### src/rtl/flash_qspi_pkg.sv
package flash_qspi_pkg;

  localparam int ADDR_W         = 32;
  localparam int DATA_W         = 32;
  localparam int FLASH_ADDR_W   = 20; // Address bits forwarded to the flash.
  localparam int SPI_ADDR_BYTES = 3;
  localparam int WORD_BYTES     = 4;
  localparam int SCKDIV_W       = 8;

  // Register offsets on the register port.
  localparam logic [7:0] REG_SCKDIV = 8'h00;
  localparam logic [7:0] REG_RDCMD  = 8'h04;
  localparam logic [7:0] REG_STATUS = 8'h08;

  localparam logic [SCKDIV_W-1:0] SCKDIV_RST = 8'd1;
  localparam logic [7:0]          RDCMD_RST  = 8'h03; // Standard read opcode.

  typedef struct packed {
    logic [ADDR_W-1:0] addr;
    logic              read;
    logic [DATA_W-1:0] wdata;
  } icb_cmd_t;

  typedef struct packed {
    logic [SCKDIV_W-1:0] sckdiv;
    logic [7:0]          rd_opcode;
  } qspi_cfg_t;

endpackage

### src/rtl/flash_qspi_top.sv
module flash_qspi_top
  import flash_qspi_pkg::*;
(
  input  logic              clk,
  input  logic              arst_n_i,

  input  logic              reg_cmd_valid_i,
  output logic              reg_cmd_ready_o,
  input  icb_cmd_t          reg_cmd_i,
  output logic              reg_rsp_valid_o,
  input  logic              reg_rsp_ready_i,
  output logic [DATA_W-1:0] reg_rsp_rdata_o,

  input  logic              flash_cmd_valid_i,
  output logic              flash_cmd_ready_o,
  input  icb_cmd_t          flash_cmd_i,
  output logic              flash_rsp_valid_o,
  input  logic              flash_rsp_ready_i,
  output logic [DATA_W-1:0] flash_rsp_rdata_o,

  output logic              sck_o,
  output logic              cs_n_o,
  output logic              mosi_o,
  input  logic              miso_i
);

  qspi_cfg_t  cfg;
  logic       busy;
  logic       byte_start;
  logic [7:0] tx_byte;
  logic       byte_done;
  logic [7:0] rx_byte;

  qspi_regs u_qspi_regs (
    .clk             (clk),
    .arst_n_i        (arst_n_i),
    .reg_cmd_valid_i (reg_cmd_valid_i),
    .reg_cmd_ready_o (reg_cmd_ready_o),
    .reg_cmd_i       (reg_cmd_i),
    .reg_rsp_valid_o (reg_rsp_valid_o),
    .reg_rsp_ready_i (reg_rsp_ready_i),
    .reg_rsp_rdata_o (reg_rsp_rdata_o),
    .busy_i          (busy),
    .cfg_o           (cfg)
  );

  flash_read_ctrl u_flash_read_ctrl (
    .clk               (clk),
    .arst_n_i          (arst_n_i),
    .flash_cmd_valid_i (flash_cmd_valid_i),
    .flash_cmd_ready_o (flash_cmd_ready_o),
    .flash_cmd_i       (flash_cmd_i),
    .flash_rsp_valid_o (flash_rsp_valid_o),
    .flash_rsp_ready_i (flash_rsp_ready_i),
    .flash_rsp_rdata_o (flash_rsp_rdata_o),
    .cfg_i             (cfg),
    .busy_o            (busy),
    .byte_start_o      (byte_start),
    .tx_byte_o         (tx_byte),
    .byte_done_i       (byte_done),
    .rx_byte_i         (rx_byte),
    .cs_n_o            (cs_n_o)
  );

  spi_byte_shifter u_spi_byte_shifter (
    .clk          (clk),
    .arst_n_i     (arst_n_i),
    .cfg_i        (cfg),
    .byte_start_i (byte_start),
    .tx_byte_i    (tx_byte),
    .byte_done_o  (byte_done),
    .rx_byte_o    (rx_byte),
    .sck_o        (sck_o),
    .miso_i       (miso_i),
    .mosi_o       (mosi_o)
  );

endmodule

### src/rtl/flash_read_ctrl.sv
module flash_read_ctrl
  import flash_qspi_pkg::*;
(
  input  logic              clk,
  input  logic              arst_n_i,
  input  logic              flash_cmd_valid_i,
  output logic              flash_cmd_ready_o,
  input  icb_cmd_t          flash_cmd_i,
  output logic              flash_rsp_valid_o,
  input  logic              flash_rsp_ready_i,
  output logic [DATA_W-1:0] flash_rsp_rdata_o,
  input  qspi_cfg_t         cfg_i,
  output logic              busy_o,
  output logic              byte_start_o,
  output logic [7:0]        tx_byte_o,
  input  logic              byte_done_i,
  input  logic [7:0]        rx_byte_i,
  output logic              cs_n_o
);

  localparam int NUM_BYTES = 1 + SPI_ADDR_BYTES + WORD_BYTES;
  localparam int SPI_AW    = 8 * SPI_ADDR_BYTES;

  typedef enum logic [1:0] {
    IDLE,
    XFER,
    RESP
  } state_e;

  state_e            state_q;
  logic [2:0]        idx_q;
  logic              start_q;
  logic              cs_n_q;
  logic [7:0]        opcode_q;
  logic [SPI_AW-1:0] addr_q;
  logic [DATA_W-1:0] rdata_q;
  logic              cmd_fire;

  assign cmd_fire = flash_cmd_valid_i && flash_cmd_ready_o;

  always_ff @(posedge clk or negedge arst_n_i) begin
    if (!arst_n_i) begin
      state_q <= IDLE;
      idx_q   <= '0;
      start_q <= 1'b0;
      cs_n_q  <= 1'b1;
    end else begin
      start_q <= 1'b0;
      case (state_q)
        IDLE: begin
          if (cmd_fire) begin
            state_q <= XFER;
            idx_q   <= '0;
            start_q <= 1'b1;
            cs_n_q  <= 1'b0;
          end
        end
        XFER: begin
          if (byte_done_i) begin
            if (idx_q == 3'(NUM_BYTES - 1)) begin
              state_q <= RESP;
              cs_n_q  <= 1'b1;
            end else begin
              idx_q   <= idx_q + 3'd1;
              start_q <= 1'b1; // Next byte straight after this one.
            end
          end
        end
        RESP: begin
          if (flash_rsp_ready_i) begin
            state_q <= IDLE;
          end
        end
        default: state_q <= IDLE;
      endcase
    end
  end

  always_ff @(posedge clk) begin
    if (cmd_fire) begin
      opcode_q <= cfg_i.rd_opcode;
      addr_q   <= {{(SPI_AW - FLASH_ADDR_W){1'b0}}, flash_cmd_i.addr[FLASH_ADDR_W-1:2], 2'b00};
    end
    if (state_q == XFER && byte_done_i && idx_q >= 3'(1 + SPI_ADDR_BYTES)) begin
      rdata_q <= {rx_byte_i, rdata_q[DATA_W-1:8]}; // First byte ends in 7:0.
    end
  end

  always_comb begin
    case (idx_q)
      3'd0:    tx_byte_o = opcode_q;
      3'd1:    tx_byte_o = addr_q[23:16];
      3'd2:    tx_byte_o = addr_q[15:8];
      3'd3:    tx_byte_o = addr_q[7:0];
      default: tx_byte_o = 8'h00; // Dummy bytes while reading.
    endcase
  end

  assign flash_cmd_ready_o = (state_q == IDLE);
  assign flash_rsp_valid_o = (state_q == RESP);
  assign flash_rsp_rdata_o = rdata_q;
  assign busy_o            = (state_q != IDLE);
  assign byte_start_o      = start_q;
  assign cs_n_o            = cs_n_q;

  // Flash writes are not supported.
  a_read_only: assert property (@(posedge clk) disable iff (!arst_n_i)
    cmd_fire |-> flash_cmd_i.read);

  a_cs_during_byte: assert property (@(posedge clk) disable iff (!arst_n_i)
    byte_start_o |-> !cs_n_o throughout byte_done_i[->1]);

endmodule

### src/rtl/qspi_regs.sv
module qspi_regs
  import flash_qspi_pkg::*;
(
  input  logic              clk,
  input  logic              arst_n_i,
  input  logic              reg_cmd_valid_i,
  output logic              reg_cmd_ready_o,
  input  icb_cmd_t          reg_cmd_i,
  output logic              reg_rsp_valid_o,
  input  logic              reg_rsp_ready_i,
  output logic [DATA_W-1:0] reg_rsp_rdata_o,
  input  logic              busy_i,
  output qspi_cfg_t         cfg_o
);

  logic              cmd_fire;
  logic [7:0]        offset;
  logic [DATA_W-1:0] rd_value;
  qspi_cfg_t         cfg_q;
  logic              rsp_valid_q;
  logic [DATA_W-1:0] rsp_rdata_q;

  assign cmd_fire = reg_cmd_valid_i && reg_cmd_ready_o;
  assign offset   = reg_cmd_i.addr[7:0];

  always_comb begin
    rd_value = '0;
    case (offset)
      REG_SCKDIV: rd_value = DATA_W'(cfg_q.sckdiv);
      REG_RDCMD:  rd_value = DATA_W'(cfg_q.rd_opcode);
      REG_STATUS: rd_value = DATA_W'(busy_i); // Bit 0 is busy.
      default:    rd_value = '0;
    endcase
  end

  always_ff @(posedge clk or negedge arst_n_i) begin
    if (!arst_n_i) begin
      cfg_q.sckdiv    <= SCKDIV_RST;
      cfg_q.rd_opcode <= RDCMD_RST;
    end else if (cmd_fire && !reg_cmd_i.read) begin
      case (offset)
        REG_SCKDIV: cfg_q.sckdiv    <= reg_cmd_i.wdata[SCKDIV_W-1:0];
        REG_RDCMD:  cfg_q.rd_opcode <= reg_cmd_i.wdata[7:0];
        default:    ; // Read only or unmapped.
      endcase
    end
  end

  always_ff @(posedge clk or negedge arst_n_i) begin
    if (!arst_n_i) begin
      rsp_valid_q <= 1'b0;
    end else if (cmd_fire) begin
      rsp_valid_q <= 1'b1;
    end else if (reg_rsp_ready_i) begin
      rsp_valid_q <= 1'b0;
    end
  end

  always_ff @(posedge clk) begin
    if (cmd_fire) begin
      rsp_rdata_q <= reg_cmd_i.read ? rd_value : '0; // Writes answer with zero.
    end
  end

  assign reg_cmd_ready_o = !rsp_valid_q;
  assign reg_rsp_valid_o = rsp_valid_q;
  assign reg_rsp_rdata_o = rsp_rdata_q;
  assign cfg_o           = cfg_q;

  // A pending response holds with its data until it is taken.
  a_rsp_hold: assert property (@(posedge clk) disable iff (!arst_n_i)
    reg_rsp_valid_o && !reg_rsp_ready_i |=> reg_rsp_valid_o && $stable(reg_rsp_rdata_o));

endmodule

### src/rtl/spi_byte_shifter.sv
module spi_byte_shifter
  import flash_qspi_pkg::*;
(
  input  logic       clk,
  input  logic       arst_n_i,
  input  qspi_cfg_t  cfg_i,
  input  logic       byte_start_i,
  input  logic [7:0] tx_byte_i,
  output logic       byte_done_o,
  output logic [7:0] rx_byte_o,
  output logic       sck_o,
  input  logic       miso_i,
  output logic       mosi_o
);

  logic                active_q;
  logic [SCKDIV_W-1:0] div_lat_q;
  logic [SCKDIV_W-1:0] div_cnt_q;
  logic [3:0]          edge_cnt_q;
  logic                sck_q;
  logic [7:0]          tx_sr_q;
  logic [7:0]          rx_sr_q;
  logic                toggle;

  assign toggle = active_q && (div_cnt_q == div_lat_q); // End of a half period.

  always_ff @(posedge clk or negedge arst_n_i) begin
    if (!arst_n_i) begin
      active_q   <= 1'b0;
      div_lat_q  <= '0;
      div_cnt_q  <= '0;
      edge_cnt_q <= '0;
      sck_q      <= 1'b0;
      tx_sr_q    <= '0;
    end else begin
      if (byte_start_i) begin
        active_q   <= 1'b1;
        div_lat_q  <= cfg_i.sckdiv;
        div_cnt_q  <= '0;
        edge_cnt_q <= '0;
        sck_q      <= 1'b0;
        tx_sr_q    <= tx_byte_i; // MSB is on mosi right away.
      end else if (toggle) begin
        div_cnt_q  <= '0;
        sck_q      <= !sck_q;
        edge_cnt_q <= edge_cnt_q + 4'd1;
        if (sck_q) begin
          tx_sr_q <= {tx_sr_q[6:0], 1'b0}; // Next bit on the falling edge.
        end
        if (edge_cnt_q == 4'd15) begin
          active_q <= 1'b0;
        end
      end else if (active_q) begin
        div_cnt_q <= div_cnt_q + 1'b1;
      end
    end
  end

  always_ff @(posedge clk) begin
    if (toggle && !sck_q) begin
      rx_sr_q <= {rx_sr_q[6:0], miso_i}; // Sample on the rising edge.
    end
  end

  assign byte_done_o = toggle && (edge_cnt_q == 4'd15); // Last falling edge ends the byte.
  assign rx_byte_o   = rx_sr_q;
  assign sck_o       = sck_q;
  assign mosi_o      = tx_sr_q[7];

  a_no_overlap: assert property (@(posedge clk) disable iff (!arst_n_i)
    byte_start_i |-> !active_q);

endmodule

### config.mk
export PLATFORM = sky130hd
export DESIGN_NAME = flash_qspi_top
export DESIGN_NICKNAME = d
export VERILOG_FILES = /design/src/rtl/flash_qspi_pkg.sv /design/src/rtl/flash_qspi_top.sv /design/src/rtl/flash_read_ctrl.sv /design/src/rtl/qspi_regs.sv /design/src/rtl/spi_byte_shifter.sv
export SDC_FILE = /design/constraint.sdc
export NUM_CORES = 1
export LEC_CHECK = 0
export ABC_AREA = 0
export BUFFER_PORTS_ARGS = -buffer_cell sky130_fd_sc_hd__buf_2
export CORE_ASPECT_RATIO = 0.75
export CORE_UTILIZATION = 40
export CTS_BUF_LIST = sky130_fd_sc_hd__clkbuf_8
export CTS_CLUSTER_DIAMETER = 40
export DETAILED_ROUTE_END_ITERATION = 8
export GPL_TIMING_DRIVEN = 0
export PLACE_DENSITY = 0.68
export SYNTH_ARGS = -nofsm -noshare
export SYNTH_HDL_FRONTEND = slang
export SYNTH_SLANG_ARGS = --single-unit
export TNS_END_PERCENT = 5
### constraint.sdc
create_clock -name clk -period 6.88 [get_ports clk]
set_clock_uncertainty 0.15 [all_clocks]
set_input_delay 1.032 -clock clk [delete_from_list [all_inputs] [get_ports clk]]
set_output_delay 1.032 -clock clk [all_outputs]
set_load 0.02 [all_outputs]
==> metrics.csv <==
metric,value,unit
CP Capture Type,flop,
Power Density,305,nW/µm²
sequential area share after synthesis,67.0,%
first-pass GRT wire length,16600,µm
logic gate share of total power,22.6,%
vias in the first global route,3249,
post-cts hold buffer count,0,
post-CTS setup buffers,0,
synth warn,0,
area grow syn2layout,21.0,%
Root Driver,clkbuf_8,
RSZ-0062 raised after global routing,false,
Num CTS Buffers,17,
Clock Power Share,27.5,%
Pint,1.34,mW
FP Rows,36,
synthesized area,5340,µm²
highest clock rate,0.325,GHz
initial antenna violation count,0,
CTS Buffer Depth,2,
Flop pwr share,49.9,%
placed wire-length estimate,7640,µm
Synth Flop Type,edfxtp_1,
GPL Wtd Cong,0.841,
drt first pass iters,7,
clk slew on worst S/H paths,0.07,ns
via count,3412,
CTS tree,yes,
largest net degree at the start of global routing,55,
H-tree depth,4,
Worst path slowest cell,nor3_2,
P_leak,2.73,nW
Die Footprint,13800,µm²
outcome,finished clean,
"Req. time, crit path",6.88,ns
core outline area,13000,µm²
Post-Layout Cell Count,681,
Initial Util,41.0,%
Die H,102,µm
flop2flop setup slack,3.80,ns
crit path time final,3.08,ns
syn_area_per_cell,14.7,µm²
WP buf/inv,1,
routed len/inst,15.6,µm
sw power,632,µW
Synth area leaders,"edfxtp_1 42%, dfrtp_1 23%, mux2_2 5.7%, buf_4 3.4%, mux2i_1 2.1%",
ratio of cells with drive above 1 in the final layout,35.3,%
"Period Utilization, post-route",44.8,%
TNS Setup,0,ns
Post-CTS Resized,0,
via/cell ratio,5.01,
final hold violations,0,
"CP delay by family, top",simple AND/OR/NAND/NOR gates,
CP Launch Type,flop,
commonest cells in the netlist,"74 x edfxtp_1, 50 x dfrtp_1, 27 x mux2_2, 24 x buf_4, 21 x nor2_1",
Slew Limit Headroom,34.9,%
WS Path Type,reg -> reg,
Syn Inst Count,364,
Port Buf Inserts,88,
Worst Tran Pin Value,0.976,ns
Final Slew Violations,0,
Net Sw Frac,32.0,%
"Cell Chain, Critical Path",xnor2_1 > nand4_1 > or4_1 > nor3_2 > buf_6,
#FFs+latches synth,128,
RR Startpoint,u_spi_byte_shifter.div_cnt_q[1]$_DFFE_PN0P_,
Worst Hold Class,reg -> reg,
DRC,0,
Total GRT Usage,16.4,%
fin nets,642,
ys async rst share,42.2,%
most frequent cell after synthesis,edfxtp_1,
worst setup path start,u_spi_byte_shifter.div_cnt_q[1]$_DFFE_PN0P_,
gr ovfl total,0,
CP max FO,12,
final-report setup violation count,0,
startpoint of the worst hold path,u_spi_byte_shifter.rx_byte_o[7]$_DFFE_PP_,
# diodes,0,
Antenna Violating Nets Remaining,0,
Initial DRC Count,244,
Post-Place Cells,648,
Max-Cap Viols,0,
number of synthesized flops with an enable pin,74,
unique cell type count in the Yosys netlist,45,
Max stage delay on crit path,0.74,ns
die span in x,135,µm
clock sink count,128,
post-synth top area cell,edfxtp_1,
I/O pin count,208,
"Core Util, Final",49.6,%
clk_lat worst skew,0.44,ns
worst ir drop on vdd,0.144,mV
arrival time of the worst setup path,3.08,ns
Yosys top cell area share,41.6,%
final wirelength,10600,µm
==> final timing paths <==
path / end / cells past startpoint
min in group asynchronous: u_spi_byte_shifter.div_lat_q[3]$_DFFE_PN0P_ / 1
hold / removal: u_flash_read_ctrl.flash_rsp_rdata_o[31]$_DFFE_PP_ / 0
max in group asynchronous: u_flash_read_ctrl.cs_n_o$_DFFE_PN1P_ / 2
setup / recovery: u_flash_read_ctrl.flash_rsp_rdata_o[17]$_DFFE_PP_ / 5
setup reg to reg: u_flash_read_ctrl.flash_rsp_rdata_o[17]$_DFFE_PP_ / 5
hold reg to reg: u_flash_read_ctrl.flash_rsp_rdata_o[31]$_DFFE_PP_ / 0
==> stage by stage <==
step,hold slack [ns],instance area [µm²],power (mW),setup WS (ns)
final,0.279,6460,1.97,3.80
after global routing,0.294,6460,2.09,3.58
after CTS,0.285,6440,1.98,3.78
after detailed placement,0.267,6110,1.44,3.67
after global placement,0.251,6080,1.42,1.64
after floorplan,0.250,5420,1.31,2.55
==> power groups by stage <==
stage                     combinational (mW)  sequential (mW)  clock (mW)
after floorplan                        0.321            0.989           0
after global placement                 0.423            0.993           0
after detailed placement               0.440            0.999           0
after CTS                              0.442            0.983       0.559
after global routing                   0.499            0.996       0.594
final                                  0.445            0.983       0.542
==> layer usage <==
metal | vias up | part of all wire [%] | track usage (%)
li1 | 1597 | - | -
met1 | 1690 | 46 | 21.4
met5 | - | 0 | 0
met4 | 0 | 0.93 | 6.83
met3 | 12 | 6.0 | 5.85
met2 | 113 | 47 | 24.9
==> flip-flops by register name, summed over array words and instances (netlist names), 4 cells and up <==
| register | flops |
|---|---|
| u_spi_byte_shifter.div_lat_q | 8 |
| u_flash_read_ctrl.opcode_q | 8 |
| u_qspi_regs.reg_rsp_rdata_o | 8 |
| u_flash_read_ctrl.addr_q | 18 |
| u_spi_byte_shifter.rx_byte_o | 8 |
| u_spi_byte_shifter.tx_sr_q | 8 |
| u_spi_byte_shifter.div_cnt_q | 8 |
| u_spi_byte_shifter.edge_cnt_q | 4 |
| u_qspi_regs.cfg_o | 16 |
| u_flash_read_ctrl.flash_rsp_rdata_o | 32 |
==> cell type report <==
| cell class | instances | area (µm²) |
|---|---|---|
| Buffer | 33 | 214 |
| Clock buffer | 17 | 234 |
| Clock inverter | 15 | 97.6 |
| Fill cell | 1157 | 6560 |
| Inverter | 9 | 33.8 |
| Multi-Input combinational cell | 217 | 1600 |
| Sequential cell | 128 | 3580 |
| Tap cell | 171 | 214 |
| Timing Repair Buffer | 91 | 483 |
==> layout by cell type, fill, tap and decap left out, types with 3 or more instances in the layout <==
cell type / count
nor2_1: 21
or4_1: 3
clkinv_1: 3
nor3_1: 10
o31ai_1: 4
clkinvlp_4: 3
nor2b_1: 12
mux2i_1: 11
xor2_1: 4
dfstp_2: 4
dfrtp_1: 50
conb_1: 24
and3_1: 4
edfxtp_1: 74
clkinv_2: 4
buf_4: 24
a21oi_1: 4
clkinv_4: 4
clkbuf_1: 7
clkbuf_8: 17
inv_1: 9
a222oi_1: 8
a41oi_1: 7
xnor2_1: 11
nand3_1: 4
nand2_1: 11
o22a_1: 7
buf_2: 88
nand4_1: 10
ha_1: 8
mux2_2: 27
==> logic make-up after synthesis <==
| group | Yosys count | synth area share (%) |
|---|---|---|
| other | 1 | 0.0703 |
| and+or+nand+nor | 90 | 9.66 |
| xor gates and xnor gates | 15 | 2.46 |
| DFF | 128 | 67.0 |
| AOI/OAI and AO/OA | 42 | 6.49 |
| adders and majority gates | 8 | 1.88 |
| muxes | 38 | 7.76 |
| buffers and inverters | 42 | 4.64 |
No activity file was read; power rests on OpenSTA's default activity.
